===== config.mk =====
export PLATFORM = sky130hd
export DESIGN_NAME = psram_ctrl
export DESIGN_NICKNAME = d
export VERILOG_FILES = /design/src/source/psram_pkg.sv /design/src/source/psram_if.sv /design/src/source/psram_arbiter.sv /design/src/source/psram_sequencer.sv /design/src/source/psram_responder.sv /design/src/source/psram_ctrl.sv
export VERILOG_INCLUDE_DIRS = /design/src /design/src/source
export SDC_FILE = /design/constraint.sdc
export NUM_CORES = 1
export LEC_CHECK = 0
export ABC_CLOCK_PERIOD_IN_PS = 9150
export BUFFER_PORTS_ARGS = -buffer_cell sky130_fd_sc_hd__buf_2
export CAP_MARGIN = 15
export CORE_UTILIZATION = 35
export CTS_BUF_LIST = sky130_fd_sc_hd__clkbuf_4 sky130_fd_sc_hd__clkbuf_8 sky130_fd_sc_hd__clkbuf_16
export CTS_CLUSTER_DIAMETER = 30
export CTS_CLUSTER_SIZE = 28
export DETAILED_ROUTE_END_ITERATION = 16
export PLACE_DENSITY = 0.56
export SYNTH_ARGS = -nofsm -noshare
export SYNTH_HDL_FRONTEND = slang
export SYNTH_SLANG_ARGS = --single-unit

===== constraint.sdc =====
create_clock -name clk_i -period 9.15 [get_ports clk_i]
set_input_delay 1.83 -clock clk_i [delete_from_list [all_inputs] [get_ports clk_i]]
set_output_delay 1.83 -clock clk_i [all_outputs]
set_load 0.02 [all_outputs]

===== src/source/psram_defines.svh =====
// Widths, timing counts and configuration values for the PSRAM controller
// Timing counts are in clock cycles and must be set for the target clock
// Config values follow the cellular RAM RCR and BCR bit layouts

`ifndef PSRAM_DEFINES_SVH
`define PSRAM_DEFINES_SVH

// ====================
// Widths
// ====================
// RAM word address and data
`define PSRAM_AW 23
`define PSRAM_DW 16
// 16-bit beats per 64-bit CPU transfer
`define PSRAM_BEATS 4
// Words in one video page
`define PSRAM_PAGE_WORDS 16

// ====================
// Timing and config
// ====================
// Power-up wait, short for simulation
`define PSRAM_PUD_CYCLES 40
// Cycles CE stays low per access
`define PSRAM_T_ACC 4
// RCR enables page mode, BCR keeps async operation
`define PSRAM_RCR_VALUE 23'h000090
`define PSRAM_BCR_VALUE 23'h089D1F

`endif


===== src/source/psram_pkg.sv =====
// Shared types for the PSRAM controller
// Word widths come from the defines header

`default_nettype none

`include "psram_defines.svh"

package psram_pkg;

	// One RAM data word and one RAM word address
	typedef logic [`PSRAM_DW-1:0] word_t;
	typedef logic [`PSRAM_AW-1:0] waddr_t;

	// Request opcode from the arbiter
	typedef enum logic [1:0] {
		REQ_CPU_READ   = 2'd0,
		REQ_CPU_WRITE  = 2'd1,
		REQ_VIDEO_READ = 2'd2
	} req_kind_e;

	// Sequencer states
	typedef enum logic [3:0] {
		ST_POWER_UP    = 4'd0,
		ST_RCR_WRITE   = 4'd1,
		ST_RCR_WAIT    = 4'd2,
		ST_BCR_WRITE   = 4'd3,
		ST_BCR_WAIT    = 4'd4,
		ST_IDLE        = 4'd5,
		ST_ACCESS      = 4'd6,
		ST_ACCESS_WAIT = 4'd7,
		ST_RECOVER     = 4'd8
	} seq_state_e;

endpackage

`default_nettype wire


===== src/source/psram_if.sv =====
// Request and response links between arbiter, sequencer and responder
// Request fields hold steady while valid is high and accept is low

`default_nettype none

`include "psram_defines.svh"

// ====================
// Request link
// ====================
interface psram_req_if;
	import psram_pkg::*;

	logic                            valid;
	req_kind_e                       kind;
	waddr_t                          waddr;
	logic [`PSRAM_BEATS*`PSRAM_DW-1:0] wdata;
	// Two byte lanes per beat
	logic [`PSRAM_BEATS*2-1:0]       sel;
	logic                            accept;

	modport arb (output valid, kind, waddr, wdata, sel, input accept);
	modport seq (input valid, kind, waddr, wdata, sel, output accept);
endinterface

// ====================
// Response link
// ====================
// No back-pressure, beat is a one-cycle pulse
interface psram_rsp_if;
	import psram_pkg::*;

	logic      beat;
	req_kind_e kind;
	word_t     rdata;
	logic      first;
	logic      last;

	modport seq (output beat, kind, rdata, first, last);
	modport rsp (input beat, kind, rdata, first, last);
endinterface

`default_nettype wire


===== src/source/psram_arbiter.sv =====
// Picks video over CPU and issues one request at a time
// adr_i is assumed 8-byte aligned, low address bits are dropped

`default_nettype none

`include "psram_defines.svh"

module psram_arbiter (
	input wire                                clk_i,
	input wire                                rst_i,
	input wire                                cyc_i,
	input wire                                stb_i,
	input wire                                we_i,
	input wire [`PSRAM_BEATS*2-1:0]           sel_i,
	input wire [`PSRAM_AW:0]                  adr_i,
	input wire [`PSRAM_BEATS*`PSRAM_DW-1:0]   dat_i,
	input wire                                vcyc_i,
	input wire [`PSRAM_AW:0]                  vadr_i,
	psram_req_if.arb                          req
);
	import psram_pkg::*;

	// Master already served, waiting for its cycle to drop
	logic cpu_busy;
	logic vid_busy;

	logic cpu_req;
	logic vid_req;

	assign cpu_req = cyc_i && stb_i && !cpu_busy;
	assign vid_req = vcyc_i && !vid_busy;

	always_ff @(posedge clk_i) begin
		if (rst_i) begin
			req.valid <= 1'b0;
			cpu_busy <= 1'b0;
			vid_busy <= 1'b0;
		end else begin
			// Release once the master ends its cycle
			if (!vcyc_i)
				vid_busy <= 1'b0;
			if (!(cyc_i && stb_i))
				cpu_busy <= 1'b0;

			if (req.valid && req.accept) begin
				req.valid <= 1'b0;
				if (req.kind == REQ_VIDEO_READ)
					vid_busy <= 1'b1;
				else
					cpu_busy <= 1'b1;
			end else if (!req.valid && (vid_req || cpu_req)) begin
				req.valid <= 1'b1;
			end
		end
	end

	// Request fields, video wins when both ask
	always_ff @(posedge clk_i) begin
		if (!req.valid) begin
			if (vid_req) begin
				req.kind <= REQ_VIDEO_READ;
				req.waddr <= vadr_i[`PSRAM_AW:1];
				req.sel <= '1;
			end else if (cpu_req) begin
				req.kind <= we_i ? REQ_CPU_WRITE : REQ_CPU_READ;
				req.waddr <= adr_i[`PSRAM_AW:1];
				req.wdata <= dat_i;
				req.sel <= sel_i;
			end
		end
	end

endmodule

`default_nettype wire


===== src/source/psram_sequencer.sv =====
// Async-mode RAM access timing, power-up wait and RCR/BCR setup
// Each beat holds CE low for PSRAM_T_ACC cycles then one cycle high
// Video reads stop at the end of the 16-word page

`default_nettype none

`include "psram_defines.svh"

module psram_sequencer (
	input wire                  clk_i,
	input wire                  rst_i,
	psram_req_if.seq            req,
	psram_rsp_if.seq            rsp,
	output logic                ram_ce_o,
	output logic                ram_we_o,
	output logic                ram_oe_o,
	output logic                ram_cre_o,
	output logic                ram_ub_o,
	output logic                ram_lb_o,
	output psram_pkg::waddr_t   ram_adr_o,
	output psram_pkg::word_t    ram_dq_o,
	output logic                ram_dq_oe_o,
	input wire psram_pkg::word_t ram_dq_i
);
	import psram_pkg::*;

	localparam int CNT_W = $clog2(`PSRAM_PUD_CYCLES + 1);
	localparam int BI_W  = $clog2(`PSRAM_BEATS);
	localparam int PG_W  = $clog2(`PSRAM_PAGE_WORDS);

	// ====================
	// Control state
	// ====================
	seq_state_e        state;
	logic [CNT_W-1:0]  cnt;
	logic [BI_W-1:0]   beat_idx;
	logic              first_r;
	// Set when the finished beat closed the transfer
	logic              done_r;

	// Latched request
	req_kind_e                          kind_r;
	waddr_t                             addr_r;
	logic [`PSRAM_BEATS*`PSRAM_DW-1:0]  wdata_r;
	logic [`PSRAM_BEATS*2-1:0]          sel_r;

	logic       take;
	logic       is_write;
	logic       cur_last;
	logic [1:0] lanes_n;
	word_t      beat_wdata;

	// Requests only taken once config is done
	assign take = (state == ST_IDLE) && req.valid;
	assign req.accept = take;

	assign is_write = (kind_r == REQ_CPU_WRITE);

	// Video ends at page end, CPU after the fourth beat
	assign cur_last = (kind_r == REQ_VIDEO_READ) ?
		(addr_r[PG_W-1:0] == {PG_W{1'b1}}) :
		(beat_idx == BI_W'(`PSRAM_BEATS - 1));

	// Active-low lanes {ub, lb}, video reads both bytes
	assign lanes_n = (kind_r == REQ_VIDEO_READ) ? 2'b00 : ~sel_r[beat_idx*2 +: 2];

	assign beat_wdata = wdata_r[beat_idx*`PSRAM_DW +: `PSRAM_DW];

	// ====================
	// FSM and pin control
	// ====================
	always_ff @(posedge clk_i) begin
		if (rst_i) begin
			state <= ST_POWER_UP;
			// Two cycles go to the hand-off into the RCR write
			cnt <= CNT_W'(`PSRAM_PUD_CYCLES - 2);
			beat_idx <= '0;
			first_r <= 1'b0;
			done_r <= 1'b0;
			ram_ce_o <= 1'b1;
			ram_we_o <= 1'b1;
			ram_oe_o <= 1'b1;
			ram_ub_o <= 1'b1;
			ram_lb_o <= 1'b1;
			ram_cre_o <= 1'b0;
			ram_dq_oe_o <= 1'b0;
			rsp.beat <= 1'b0;
		end else begin
			rsp.beat <= 1'b0;
			// Free-running down-counter, loads override below
			if (cnt != '0)
				cnt <= cnt - CNT_W'(1);

			case (state)
			ST_POWER_UP:
				if (cnt == '0)
					state <= ST_RCR_WRITE;

			// Config write, CRE high with address carrying the value
			ST_RCR_WRITE, ST_BCR_WRITE: begin
				ram_cre_o <= 1'b1;
				ram_ce_o <= 1'b0;
				ram_we_o <= 1'b0;
				cnt <= CNT_W'(`PSRAM_T_ACC - 1);
				state <= (state == ST_RCR_WRITE) ? ST_RCR_WAIT : ST_BCR_WAIT;
			end

			ST_RCR_WAIT, ST_BCR_WAIT:
				if (cnt == '0) begin
					ram_cre_o <= 1'b0;
					ram_ce_o <= 1'b1;
					ram_we_o <= 1'b1;
					state <= (state == ST_RCR_WAIT) ? ST_BCR_WRITE : ST_IDLE;
				end

			ST_IDLE:
				if (take) begin
					beat_idx <= '0;
					first_r <= 1'b1;
					state <= ST_ACCESS;
				end

			// Recover doubles as the launch of the next beat
			ST_ACCESS, ST_RECOVER:
				if (state == ST_RECOVER && done_r) begin
					state <= ST_IDLE;
				end else begin
					ram_ce_o <= 1'b0;
					ram_oe_o <= is_write;
					ram_we_o <= !is_write;
					{ram_ub_o, ram_lb_o} <= lanes_n;
					ram_dq_oe_o <= is_write;
					cnt <= CNT_W'(`PSRAM_T_ACC - 1);
					state <= ST_ACCESS_WAIT;
				end

			// End of access, WE rising edge latches write data
			ST_ACCESS_WAIT:
				if (cnt == '0) begin
					ram_ce_o <= 1'b1;
					ram_oe_o <= 1'b1;
					ram_we_o <= 1'b1;
					ram_ub_o <= 1'b1;
					ram_lb_o <= 1'b1;
					ram_dq_oe_o <= 1'b0;
					rsp.beat <= 1'b1;
					done_r <= cur_last;
					first_r <= 1'b0;
					beat_idx <= beat_idx + BI_W'(1);
					state <= ST_RECOVER;
				end

			default:
				state <= ST_IDLE;
			endcase
		end
	end

	// ====================
	// Address and data path
	// ====================
	always_ff @(posedge clk_i) begin
		if (take) begin
			kind_r <= req.kind;
			addr_r <= req.waddr;
			wdata_r <= req.wdata;
			sel_r <= req.sel;
		end

		case (state)
		ST_RCR_WRITE:
			ram_adr_o <= `PSRAM_RCR_VALUE;
		ST_BCR_WRITE:
			ram_adr_o <= `PSRAM_BCR_VALUE;
		ST_ACCESS, ST_RECOVER: begin
			ram_adr_o <= addr_r;
			ram_dq_o <= beat_wdata;
		end
		ST_ACCESS_WAIT:
			if (cnt == '0) begin
				// Read data sampled as OE goes high
				rsp.rdata <= ram_dq_i;
				rsp.kind <= kind_r;
				rsp.first <= first_r;
				rsp.last <= cur_last;
				addr_r <= addr_r + 1'b1;
			end
		default: ;
		endcase
	end

endmodule

`default_nettype wire


===== src/source/psram_responder.sv =====
// Builds CPU read data and drives ack_o, vack_o and vdat_o
// ack_o and vack_o drop at once when the master ends its cycle

`default_nettype none

`include "psram_defines.svh"

module psram_responder (
	input wire                                 clk_i,
	input wire                                 rst_i,
	psram_rsp_if.rsp                           rsp,
	input wire                                 cyc_i,
	input wire                                 stb_i,
	input wire                                 vcyc_i,
	output logic [`PSRAM_BEATS*`PSRAM_DW-1:0]  dat_o,
	output logic                               ack_o,
	output logic                               vack_o,
	output psram_pkg::word_t                   vdat_o
);
	import psram_pkg::*;

	logic ack_hold;
	logic vack_r;
	logic cpu_beat;
	logic vid_beat;

	assign cpu_beat = rsp.beat && (rsp.kind != REQ_VIDEO_READ);
	assign vid_beat = rsp.beat && (rsp.kind == REQ_VIDEO_READ);

	// ====================
	// Handshake
	// ====================
	always_ff @(posedge clk_i) begin
		if (rst_i) begin
			ack_hold <= 1'b0;
			vack_r <= 1'b0;
		end else begin
			// One pulse per video word
			vack_r <= vid_beat;
			// Stale ack must not greet the next strobe
			if (!(cyc_i && stb_i))
				ack_hold <= 1'b0;
			if (cpu_beat && rsp.first)
				ack_hold <= 1'b0;
			// Held until the master takes it
			if (cpu_beat && rsp.last)
				ack_hold <= 1'b1;
		end
	end

	assign ack_o = ack_hold && cyc_i && stb_i;
	assign vack_o = vack_r && vcyc_i;

	// ====================
	// Data
	// ====================
	always_ff @(posedge clk_i) begin
		// Lowest address ends up in the low bits
		if (rsp.beat && rsp.kind == REQ_CPU_READ)
			dat_o <= {rsp.rdata, dat_o[`PSRAM_BEATS*`PSRAM_DW-1:`PSRAM_DW]};
		if (vid_beat)
			vdat_o <= rsp.rdata;
	end

endmodule

`default_nettype wire


===== src/source/psram_ctrl.sv =====
// Async PSRAM controller with a 64-bit CPU port and a video page port
// Video has priority, CPU master holds stb_i for the whole transfer
// ram_clk and ram_adv are tied low on the board

`default_nettype none

`include "psram_defines.svh"

module psram_ctrl (
	input wire                                 clk_i,
	input wire                                 rst_i,
	// CPU port
	input wire                                 cyc_i,
	input wire                                 stb_i,
	input wire                                 we_i,
	input wire [`PSRAM_BEATS*2-1:0]            sel_i,
	input wire [`PSRAM_AW:0]                   adr_i,
	input wire [`PSRAM_BEATS*`PSRAM_DW-1:0]    dat_i,
	output logic [`PSRAM_BEATS*`PSRAM_DW-1:0]  dat_o,
	output logic                               ack_o,
	// Video port
	input wire                                 vcyc_i,
	input wire [`PSRAM_AW:0]                   vadr_i,
	output logic                               vack_o,
	output psram_pkg::word_t                   vdat_o,
	// RAM pins, controls active low except CRE
	output logic                               ram_ce_o,
	output logic                               ram_we_o,
	output logic                               ram_oe_o,
	output logic                               ram_cre_o,
	output logic                               ram_ub_o,
	output logic                               ram_lb_o,
	output psram_pkg::waddr_t                  ram_adr_o,
	output psram_pkg::word_t                   ram_dq_o,
	output logic                               ram_dq_oe_o,
	input wire psram_pkg::word_t               ram_dq_i
);

	psram_req_if req_if ();
	psram_rsp_if rsp_if ();

	// Input side
	psram_arbiter arbiter_i (
		.clk_i  (clk_i),
		.rst_i  (rst_i),
		.cyc_i  (cyc_i),
		.stb_i  (stb_i),
		.we_i   (we_i),
		.sel_i  (sel_i),
		.adr_i  (adr_i),
		.dat_i  (dat_i),
		.vcyc_i (vcyc_i),
		.vadr_i (vadr_i),
		.req    (req_if)
	);

	// RAM timing
	psram_sequencer sequencer_i (
		.clk_i       (clk_i),
		.rst_i       (rst_i),
		.req         (req_if),
		.rsp         (rsp_if),
		.ram_ce_o    (ram_ce_o),
		.ram_we_o    (ram_we_o),
		.ram_oe_o    (ram_oe_o),
		.ram_cre_o   (ram_cre_o),
		.ram_ub_o    (ram_ub_o),
		.ram_lb_o    (ram_lb_o),
		.ram_adr_o   (ram_adr_o),
		.ram_dq_o    (ram_dq_o),
		.ram_dq_oe_o (ram_dq_oe_o),
		.ram_dq_i    (ram_dq_i)
	);

	// Output side
	psram_responder responder_i (
		.clk_i  (clk_i),
		.rst_i  (rst_i),
		.rsp    (rsp_if),
		.cyc_i  (cyc_i),
		.stb_i  (stb_i),
		.vcyc_i (vcyc_i),
		.dat_o  (dat_o),
		.ack_o  (ack_o),
		.vack_o (vack_o),
		.vdat_o (vdat_o)
	);

endmodule

`default_nettype wire


After elaboration in Yosys (flattened, before gate mapping)

Cells that the tools add are included.
W data, S select, Z words.

Equal/unequal tests: 22
Bitwise logic cells: 4
$add $sub $neg: 3
Reduce and logical (&&, ||, !) cells: 44
Shift-type cells: 2
Mux-type cells: 51

Operators with widths:

| kind                    | count |
|---|---|
| $mux W23                | 5 |
| $pmux W23 S3            | 1 |
| $shiftx A64 B7 Y16      | 1 |
| $pmux W4 S6             | 1 |
| $add A23 B1 Y23 const B | 1 |
| $mux W1                 | 20 |
| $eq A4 B3 Y1 const B    | 4 |
| $mux W4                 | 4 |
| $logic_and A1 B1 Y1     | 15 |
| $mux W6                 | 2 |
| $pmux W1 S2             | 6 |
| $pmux W6 S2             | 1 |
| $reduce_and A3 Y1       | 4 |
| $mux W2                 | 5 |
| $reduce_or A2 Y1        | 5 |
| $eq A2 B2 Y1 const B    | 4 |
| $eq A4 B2 Y1 const B    | 2 |
| $eq A4 B4 Y1 const B    | 2 |
| $mux W8                 | 1 |
| $ne A2 B1 Y1 const B    | 4 |
| $reduce_bool A2 Y1      | 4 |
| $shiftx A8 B4 Y2        | 1 |
| $logic_not A6 Y1        | 1 |
| $mux W3                 | 2 |
| 19 further kinds        | 30 |

Output and inout port bits: 128
Register bits: 360
Input port bits: 142
Word-level logic and storage cells: 160

Depth between registers and ports, before layout

Gate-level depths: netlist of run 1.

Word-level depth: 5
Mapped depth: 8
Gate-level depth less buffers: 7

Modules after synthesis

Synthesis of run 1 repeated with hierarchy kept, for this count alone.

Cells, all modules: 725
Area total of the unflattened synthesis: 13031.2 µm²

By module, submodules not included:

| module          | seq. area each (µm²) | cells an instance | times used | area an instance (µm²) |
|---|---|---|---|---|
| psram_sequencer | 4894.7               | 483               | 1          | 7090.6 |
| psram_arbiter   | 2972.9               | 150               | 1          | 3434.5 |
| psram_responder | 2442.3               | 92                | 1          | 2506.2 |

Least setup slack after synthesis of run 1

No wires, ideal clock.

Kind: in2reg
Start: in vcyc_i
End: reg arbiter_i.req.wdata[0], enable pin
Library setup time: 0.565 ns
Slack: 1.850 ns
Arrival time: 6.735 ns
Cell stages on the path: 4
Cells stage by stage: nor2b_1 > clkbuf_1 > clkbuf_1 > nor3_1

Word-level cells in the longest chain between the ends: 3

Ends and longest elaborated chain:

| item                        | line                | RTL |
|---|---|---|
| start, declared             | psram_ctrl.sv:22    | `input wire vcyc_i,` |
| $logic_and A1 B1 Y1         | psram_arbiter.sv:31 | `assign vid_req = vcyc_i && !vid_busy;` |
| named net arbiter_i.vid_req | psram_arbiter.sv:28 | `logic vid_req;` |
| $not A1 Y1 (no line)        | --                  |  |
| $reduce_and A3 Y1 (no line) | --                  |  |
| end signal, assigned        | psram_arbiter.sv:67 | `req.wdata <= dat_i;` |
| end, declared               | psram_if.sv:22      | `modport arb (output valid, kind, waddr, wdata, sel, input accept);` |

The timed path passes the listed nets, and every way through them passes these cells.
A chain may end at the register's enable or synchronous reset.

Final worst setup path of run 1

Start: in stb_i
End: out ack_o

Word-level cells in the longest chain between the ends: 1

Ends and longest elaborated chain:

| item                | line                  | RTL |
|---|---|---|
| start, declared     | psram_ctrl.sv:14      | `input wire stb_i,` |
| $logic_and A1 B1 Y1 | psram_responder.sv:51 | `assign ack_o = ack_hold && cyc_i && stb_i;` |
| end, declared       | psram_ctrl.sv:20      | `output logic ack_o,` |

No other way between the ends.

==> flow_summary.yaml, run 1 <==
cts:
  ctsHoldBuffers: 0
  insertion_delay_ps: 580
  clkSlewWorstSetupHoldPaths_ps: 40
  clockRootBuffer: "clkbuf_16"
  cts_tree: "built"
  cts_resized: 0
  numCtsBuffers: 79
  clockBufferDepth: 3
  cts_max_level: 3
  clock-sinks: 360
  post_cts_buffers: 0
hold_path:
  hold_class: "reg2reg"
  hp-start: "arbiter_i.req.sel[2]"
  hold_path_depth: 0
  min_to: "sequencer_i.sel_r[2]"
route:
  post_drt_wl_per_cell_um: 17.38
  dr.pass1.iters: 4
  via_per_inst: 4.743
  drc: 0
  vias: 7517
  ant_nets: 0
  wl_um: 27550
  first_iter_violations: 375
timing:
  hold_ws_ps: 408.4
  rsz0062_at_grt: "no"
  tightest_slew_ps: 1157
  tns_ps: 0
  setup_viol: 0
  fin_crit_ps: 4125
  finalCritPeriodShare_pct: 45.08
  setup_ws_ps: 5025
  skew_ps: 18.55
  fmax_mhz: 242.4
  hold_viol_final: 0
  drv_slew: 0
  slew_headroom_pct: 22.77
pwr:
  internal-power_w: 0.003766
  power_density_nw_per_um2: 267.9
  pwr-share-seq_pct: 38.5
  p_clk_share_pct: 59.9
  pwr-share-comb_pct: 1.6
  p_sw_w: 0.0009528
  p_leak_nw: 6.589
  ir_drop_v: 0.0001773
  p_sw_share_pct: 20.19
synth:
  yosys-top-cells-area: "edfxtp_1, dfxtp_1, mux4_2"
  async_flop_share_pct: 0
  syn_nets: 871
  ys.warnings.count: 0
  yosys-top-cells-count: "edfxtp_1, dfxtp_1, nor2_1"
  ys_seq_area_share_pct: 79.28
  postSynthAreaPerCell_um2: 17.94
  synth_area_um2: 13000
  syn_inst: 725
  synthMostInstantiatedCell: "edfxtp_1"
  yosysTopAreaCellShare_pct: 71.59
  yosys.cell_types.count: 66
  yosysTopAreaCell: "edfxtp_1"
  synth-main-ff-cell: "edfxtp_1"
  synth_edf_count: 310
  synth_seq_cells: 360
placed_design:
  pre_cts_ws_ps: 4740
  hpwl_um: 18170
  globalplace.congestion: 0.7662
  placed_cell_area_um2: 14860
  portBuffers: 267
floorplanning:
  fp.dieH_um: 194.8
  ios: 270
  start_util_pct: 35.52
  die_x_um: 194.8
  row_count: 70
  coreArea_um2: 36610
  die-area_um2: 37930
run:
  maxCapViolations: 0
worst_setup_path:
  r2r_setup_slack_ps: 5980
  cp.required_ps: 7320
  cpMostUsedCell: "buf_2"
  critPathBufInv: 2
  crit_slowest_cell: "buf_2"
  slowest_delay_ps: 190
  ff2ff_path_depth: 5
  cp-start-kind: "primary input"
  arrival_ps: 2290
  timing.setup.critical_path_class: "in2out"
  r2r-end: "sequencer_i.addr_r[6]"
  endpoint_kind: "primary output"
  path_max_fanout: 3
  worstPathCellList: "buf_2 > and3_1 > buf_2"
  critPathTopFamily: "buffers and inverters"
  crit-reg2reg-launch: "sequencer_i.state[0]"
global_route:
  grt_pass1_wl_um: 42240
  antenna_found_initial: 5
  grt_usage_pct: 14.63
  overflow: 0
  grt_pass1_vias: 7686
  grt_max_degree: 79
finish:
  finish.utilization_pct: 48.12
  fin_nets: 1194
  drive_gt1_share_pct: 43.31
  fillers: 3198
  syn2layout_area_growth_pct: 35.49
  design_area_um2: 17620
status:
  outcome: "finished clean"
## sequential cells by signal, summed over array words and instances (netlist names), 23 cells and up
register,cells
arbiter_i.req.wdata,64
arbiter_i.req.waddr,23
sequencer_i.addr_r,23
responder_i.dat_o,64
sequencer_i.ram_adr_o,23
sequencer_i.wdata_r,64
## power groups by stage
stage                     registers [W]  logic (W)  clock network, W
after floorplan                 0.00184  0.0000360                 0
after global placement          0.00185  0.0000752                 0
after detailed placement        0.00185  0.0000774                 0
after CTS                       0.00182  0.0000783           0.00289
after global routing            0.00182  0.0000859           0.00297
final                           0.00182  0.0000768           0.00283
## cell families after synthesis
| logic type | after synthesis | synth area share (%) |
|---|---|---|
| flops | 360 | 79.28 |
| simple gates | 158 | 6.966 |
| compound gates | 93 | 5.051 |
| mux | 54 | 6.148 |
| buf+inv | 48 | 1.626 |
| xor+xnor | 8 | 0.5388 |
| fa+ha+maj | 4 | 0.3849 |
## layout make-up
type	instances	area (µm²)	area share, %
multi-input combinational	317	2526	14.34
antenna	4	10.01	0.05681
clock inverter	54	649.4	3.686
clock buffer	92	2081	11.81
tap	468	585.6	3.324
sequential	360	10310	58.53
inverter	17	66.31	0.3764
timing repair buffer	273	1389	7.883
## worst register-to-register path, delay by kind of cell, from the launching register on
| family | cells | cell delay, ps |
|---|---|---|
| AO/OA/AOI/OAI | 1 | 250 |
| buffers and inverters | 1 | 840 |
| flip-flops | 1 | 710 |
| multiplexers | 1 | 450 |
| AND/OR/NAND/NOR | 2 | 810 |
## layer usage
layer | routed length, µm | GRT usage [%]
met3 | 2498 | 5.709
met4 | 793 | 7.612
met5 | 27 | 0
met2 | 12040 | 22.00
met1 | 12200 | 18.25
## how the worst max path moves through the flow
| stage | from | cells after the start | slack, ps | endpoint |
|---|---|---|---|---|
| 2_1_floorplan | vcyc_i | 4 | 1850 | arbiter_i.req.wdata[0] |
| 3_3_place_gp | vcyc_i | 4 | 4860 | arbiter_i.req.waddr[12] |
| 3_5_place_dp | vcyc_i | 4 | 4740 | arbiter_i.req.waddr[12] |
| 4_1_cts | stb_i | 3 | 5010 | ack_o |
| 5_1_grt | stb_i | 3 | 4980 | ack_o |
| 6_report | stb_i | 3 | 5030 | ack_o |
## through the flow
stage	std cells	power (W)
floorplan	725	0.001877
CTS	1580	0.004781
global placement	1434	0.001922
detailed placement	1434	0.001924
global route	1581	0.004869
finish	1585	0.004719
## placed cells by master (no fill, tap or decap), types with 8 or more instances in the layout
cell type / netlist / layout
mux2_2: 27 / 27
clkinvlp_4: 0 / 9
a21oi_1: 21 / 19
nor3_1: 15 / 14
edfxtp_1: 310 / 310
nand4_1: 8 / 8
or2_2: 9 / 9
and2_1: 15 / 15
bufinv_16: 0 / 10
a21o_1: 10 / 10
nand3_1: 19 / 19
buf_2: 10 / 267
dfxtp_1: 50 / 49
clkbuf_4: 0 / 12
clkinv_4: 0 / 9
inv_1: 14 / 14
mux2i_1: 9 / 9
nor2_1: 31 / 31
clkinv_1: 0 / 9
mux4_2: 18 / 18
o211ai_1: 9 / 9
nand2_1: 20 / 20
a311oi_1: 9 / 9
clkbuf_16: 0 / 79
(Power assumes the default switching activity.)
==> run 2: changes to the inputs <==
--- a/config.mk
+++ b/config.mk
@@ -6,7 +6,8 @@
 export SDC_FILE = /design/constraint.sdc
 export NUM_CORES = 1
 export LEC_CHECK = 0
-export ABC_CLOCK_PERIOD_IN_PS = 9150
+export ABC_AREA = 1
+export ABC_CLOCK_PERIOD_IN_PS = 4000
 export BUFFER_PORTS_ARGS = -buffer_cell sky130_fd_sc_hd__buf_2
 export CAP_MARGIN = 15
 export CORE_UTILIZATION = 35
==> constraint.sdc (replaced) <==
create_clock -name clk_i -period 4 [get_ports clk_i]
set_input_delay 0.8 -clock clk_i [delete_from_list [all_inputs] [get_ports clk_i]]
set_output_delay 0.8 -clock clk_i [all_outputs]
set_load 0.02 [all_outputs]
==> flow_summary.yaml, run 2 <==
finish:
  largestRegisters: "arbiter_i.req.wdata: 64 flops, responder_i.dat_o: 64 flops, sequencer_i.wdata_r: 64 flops"
  syn2layout_area_growth_pct: 36.43
  layout_commonest_cell: "edfxtp_1"
  final_cell_mix: "edfxtp_1, buf_2, nand2_1"
  drive_gt1_share_pct: 32.85
  fin_nets: 1461
  instances_no_fill: 1852
floorplanning:
  start_util_pct: 35.78
  row_count: 70
  ios: 270
  coreArea_um2: 36790
  die_x_um: 195.9
  die-area_um2: 38380
  fp.dieH_um: 195.9
placed_design:
  portBuffers: 267
  globalplace.congestion: 0.8299
  placedCellCount: 1698
  hpwl_um: 19070
  pre_cts_ws_ps: 1423
synth:
  async_flop_share_pct: 0
  synthMostInstantiatedCell: "edfxtp_1"
  synth_seq_cells: 360
  yosys.cell_types.count: 35
  ys_seq_area_share_pct: 78.33
  yosys-top-cells-area: "edfxtp_1, dfxtp_1, nand2_1"
  yosys-top-cells-count: "edfxtp_1, nand2_1, nor2_1"
  postSynthAreaPerCell_um2: 13.40
  yosysTopAreaCell: "edfxtp_1"
  syn_nets: 1128
  ys.warnings.count: 0
  synth_area_um2: 13160
  yosysTopAreaCellShare_pct: 70.73
  synth-main-ff-cell: "edfxtp_1"
  synth_edf_count: 310
  syn_inst: 982
pwr:
  power_density_nw_per_um2: 621.2
  p_leak_nw: 7.325
  ir_drop_v: 0.0003475
  power_w: 0.01115
route:
  wl_um: 28840
  post_drt_wl_per_cell_um: 15.57
  ant_nets: 0
  via_per_inst: 4.563
  drc: 0
  dr.pass1.iters: 6
  first_iter_violations: 418
  vias: 8450
timing:
  fmax_mhz: 421.4
  setup_viol: 0
  hold_ws_ps: 386.5
  hold_viol_final: 0
  rsz0062_at_grt: "no"
  drv_slew: 0
  setup_ws_ps: 1627
  slew_headroom_pct: 35.78
  finalCritPeriodShare_pct: 59.32
  tns_ps: 0
  tightest_slew_ps: 962.2
  fin_crit_ps: 2373
  skew_ps: 19.17
cts:
  insertion_delay_ps: 590
  numCtsBuffers: 82
  ctsHoldBuffers: 0
  cts_max_level: 3
  clockBufferDepth: 3
  cts_tree: "built"
  clock-sinks: 360
  cts_resized: 0
  clockRootBuffer: "clkbuf_16"
  clkSlewWorstSetupHoldPaths_ps: 50
  post_cts_buffers: 0
worst_setup_path:
  arrival_ps: 2850
  r2r_setup_slack_ps: 1630
  ff2ff_path_depth: 9
  path_max_fanout: 32
  crit-reg2reg-launch: "sequencer_i.state[3]"
  r2r-end: "sequencer_i.beat_idx[1]"
  timing.setup.critical_path_class: "reg2reg"
  endpoint_kind: "flip-flop"
  cp.required_ps: 4480
  cp-start-kind: "flip-flop"
run:
  maxCapViolations: 0
global_route:
  grt_usage_pct: 15.24
  grt_pass1_vias: 8249
  grt_use_met3_pct: 5.656
  overflow: 0
  grt-busiest-layer: "met2"
  grt_max_degree: 73
  use_met1_pct: 18.70
  antenna_found_initial: 3
  use_met2_pct: 23.83
  grt_pass1_wl_um: 44480
hold_path:
  hold_class: "in2reg"
  min_to: "arbiter_i.req.wdata[0]"
  hp-start: "dat_i[0]"
  hold_path_depth: 1
status:
  outcome: "finished clean"
[run 2: cells by family (layout without fill, tap and decap cells)]
family	Yosys count	in the layout	synth area share, %
compound gates	143	143	5.932
flops	360	360	78.33
xor+xnor	6	6	0.3993
other cells	0	2	0
fa+ha+maj	4	4	0.3803
simple gates	371	371	11.67
buf+inv	98	498	3.280
[run 2: stage by stage]
stage | instance area, µm² | utilization, %
2_1_floorplan | 13180 | -
4_1_cts | 17930 | 48.74
5_1_grt | 17950 | 48.80
6_report | 17960 | 48.81
3_3_place_gp | 15040 | 40.89
3_5_place_dp | 15040 | 40.89
[run 2: area by class of cell]
type	count	area [µm²]
clock buffers	92	2157
flip-flops and latches	360	10310
inverters	69	262.8
fillers	3235	18830
clock inverters	59	733.2
diodes	2	5.005
repair buffers	278	1444
well taps	468	585.6
multi-input cells	524	2459
[run 2: worst max-delay path, stage by stage, from the launching register on]
cell	delay, ps
dfxtp_1	400
inv_1	90
nand2_2	140
nor2_2	70
nand2_2	350
clkinv_2	500
nor2_1	410
inv_1	100
o21ai_0	150
nor2_1	50
[run 2: power breakdown]
group          total (W)  internal, W  switching [W]
clock            0.00681      0.00468        0.00213
sequential       0.00416      0.00413      0.0000262
combinational   0.000188    0.0000821       0.000106
total             0.0112      0.00889        0.00226
[run 2: how the worst max path moves through the flow]
stage                                  from                 endpoint  slack, ps
floorplan           sequencer_i.rsp.kind[1]     responder_i.dat_o[0]        610
global placement                     vcyc_i  arbiter_i.req.waddr[16]       1450
detailed placement                   vcyc_i  arbiter_i.req.waddr[16]       1420
CTS                    sequencer_i.state[3]  sequencer_i.beat_idx[1]       1620
global route           sequencer_i.state[3]  sequencer_i.beat_idx[1]       1380
finish                 sequencer_i.state[3]  sequencer_i.beat_idx[1]       1630
[run 2: per-layer routing]
| layer | routed length [µm] | vias up |
|---|---|---|
| met4 | 661 | 2 |
| met3 | 2531 | 58 |
| met2 | 13140 | 305 |
| li1 | - | 4156 |
| met5 | 16 | - |
| met1 | 12480 | 3929 |
==> run 3: changes to the inputs <==
--- a/config.mk
+++ b/config.mk
@@ -7,7 +7,7 @@
 export NUM_CORES = 1
 export LEC_CHECK = 0
 export ABC_AREA = 1
-export ABC_CLOCK_PERIOD_IN_PS = 4000
+export ABC_CLOCK_PERIOD_IN_PS = 2100
 export BUFFER_PORTS_ARGS = -buffer_cell sky130_fd_sc_hd__buf_2
 export CAP_MARGIN = 15
 export CORE_UTILIZATION = 35
@@ -15,7 +15,7 @@
 export CTS_CLUSTER_DIAMETER = 30
 export CTS_CLUSTER_SIZE = 28
 export DETAILED_ROUTE_END_ITERATION = 16
-export PLACE_DENSITY = 0.56
+export PLACE_DENSITY = 0.58
 export SYNTH_ARGS = -nofsm -noshare
 export SYNTH_HDL_FRONTEND = slang
 export SYNTH_SLANG_ARGS = --single-unit
==> constraint.sdc (replaced) <==
create_clock -name clk_i -period 2.1 [get_ports clk_i]
set_input_delay 0.42 -clock clk_i [delete_from_list [all_inputs] [get_ports clk_i]]
set_output_delay 0.42 -clock clk_i [all_outputs]
set_load 0.02 [all_outputs]
==> flow_summary.yaml, run 3 (synthesis results as in run 2) <==
finish:
  drive_gt1_share_pct: 31.70
  multi_input_area_um2: 2469
  regArea_um2: 10310
  instances_no_fill: 1896
  fillers: 3132
  fin_nets: 1509
  largestRegisters: "arbiter_i.req.wdata: 64 flops, responder_i.dat_o: 64 flops, sequencer_i.wdata_r: 64 flops"
  layout_commonest_cell: "edfxtp_1"
  final_cell_mix: "edfxtp_1, buf_2, nand2_1"
  syn2layout_area_growth_pct: 39.98
global_route:
  grt_max_degree: 78
  antenna_found_initial: 3
  grt_usage_pct: 15.39
  overflow: 0
  grt_pass1_vias: 8596
  grt_pass1_wl_um: 45230
floorplanning:
  fp.dieH_um: 195.9
  ios: 270
  die_x_um: 195.9
  row_count: 70
  start_util_pct: 35.78
  die-area_um2: 38380
  coreArea_um2: 36790
hold_path:
  min_to: "arbiter_i.req.wdata[53]"
  hold_class: "in2reg"
  hold_path_depth: 1
  hp-start: "dat_i[53]"
pwr:
  p_leak_nw: 7.541
  power_density_nw_per_um2: 1135
  ir_drop_v: 0.0007151
cts:
  cts_tree: "built"
  clkSlewWorstSetupHoldPaths_ps: 50
  clockBufferDepth: 3
  clockRootBuffer: "clkbuf_16"
  cts_max_level: 3
  numCtsBuffers: 75
  insertion_delay_ps: 590
  clock-sinks: 360
status:
  outcome: "finished clean"
route:
  vias: 8685
  ant_nets: 0
  via_per_inst: 4.581
  first_iter_violations: 499
  wl_um: 29220
  post_drt_wl_per_cell_um: 15.41
  drc: 0
  dr.pass1.iters: 5
placed_design:
  portBuffers: 267
  placedCellCount: 1708
  hpwl_um: 18960
  globalplace.congestion: 0.8240
worst_setup_path:
  ff2ff_path_depth: 9
  endpoint_kind: "primary output"
  r2r-end: "sequencer_i.addr_r[3]"
  cp-start-kind: "flip-flop"
  r2r_setup_slack_ps: 340
  arrival_ps: 1500
  timing.setup.critical_path_class: "reg2out"
  cp.required_ps: 1680
  crit-reg2reg-launch: "sequencer_i.state[3]"
  path_max_fanout: 3
timing:
  tightest_slew_ps: 610.1
  slew_headroom_pct: 59.28
  drv_slew: 0
  tns_ps: 0
  hold_viol_final: 0
  fin_crit_ps: 1919
  finalCritPeriodShare_pct: 91.37
  setup_viol: 0
  skew_ps: 25.22
  rsz0062_at_grt: "no"
  fmax_mhz: 521.2
run:
  maxCapViolations: 0
==> run 3: changes by cell type in the layout (fill, tap and decap cells not counted), sizes merged <==
| cell | previous run | this run |
|---|---|---|
| clkbuf | 92 | 84 |
| inv | 75 | 72 |
| dlygate4sd3 | 0 | 46 |
| bufinv | 12 | 15 |
| clkinv | 26 | 30 |
| buf | 278 | 287 |
| clkinvlp | 15 | 8 |
==> run 3: per-layer routing <==
metal | vias to the layer above | share of wire [%] | wire [µm] | GRT usage [%]
li1 | 4251 | - | - | -
met1 | 4008 | 43 | 12480 | 18.86
met2 | 345 | 46 | 13430 | 24.27
met3 | 79 | 8.2 | 2407 | 5.346
met4 | 2 | 3.0 | 879 | 7.494
met5 | - | 0.038 | 11 | 0
==> run 3: timing repair <==
action                    4_1_cts  5_1_grt
hold buffers                   46        0
resized for setup               0        0
hold endpoints to repair       46        0
setup buffers                   0        0
==> run 3: cell type report <==
| cell class | count | area share, % |
|---|---|---|
| flip-flops and latches | 360 | 55.96 |
| multi-input cells | 524 | 13.40 |
| repair buffers | 333 | 11.04 |
| clock buffers | 84 | 10.68 |
| clock inverters | 56 | 4.279 |
| well taps | 468 | 3.178 |
| inverters | 69 | 1.426 |
| diodes | 2 | 0.02717 |
==> run 3: through the flow <==
| stage | cell area (µm²) | power, W | hold WS, ps | setup WS, ps | utilization [%] |
|---|---|---|---|---|---|
| CTS | 18420 | 0.02112 | 0.04585 | 131.3 | 50.07 |
| floorplan | 13200 | 0.008198 | 400.3 | -608.1 | - |
| global route | 18420 | 0.02154 | 2.569 | 92.04 | 50.07 |
| detailed placement | 15200 | 0.008422 | 404.5 | 236.3 | 41.32 |
| global placement | 15200 | 0.008410 | 401.3 | 265.0 | 41.32 |
| finish | 18420 | 0.02091 | 26.00 | 181.2 | 50.08 |
==> run 3: worst max-delay path: stages (launching register included) <==
cell	delay (ps)
dfxtp_1	300
inv_1	30
nor2_1	340
buf_2	250
==> run 3: how the worst max path moves through the flow <==
stage | to | slack, ps | startpoint | depth (start not counted)
final | ack_o | 180 | responder_i.ack_hold | 3
after detailed placement | arbiter_i.req.waddr[16] | 240 | vcyc_i | 6
after CTS | ack_o | 130 | responder_i.ack_hold | 3
after floorplan | arbiter_i.req.wdata[0] | -610 | cyc_i | 3
after global routing | ack_o | 90 | responder_i.ack_hold | 3
after global placement | arbiter_i.req.waddr[20] | 260 | vcyc_i | 6
==> run 3: where the power goes <==
| group | switching [W] | internal [W] | total (W) |
|---|---|---|---|
| combinational | 0.000225 | 0.000223 | 0.000448 |
| clock | 0.00389 | 0.00866 | 0.0125 |
| sequential | 0.0000501 | 0.00787 | 0.00792 |
| total | 0.00417 | 0.0167 | 0.0209 |
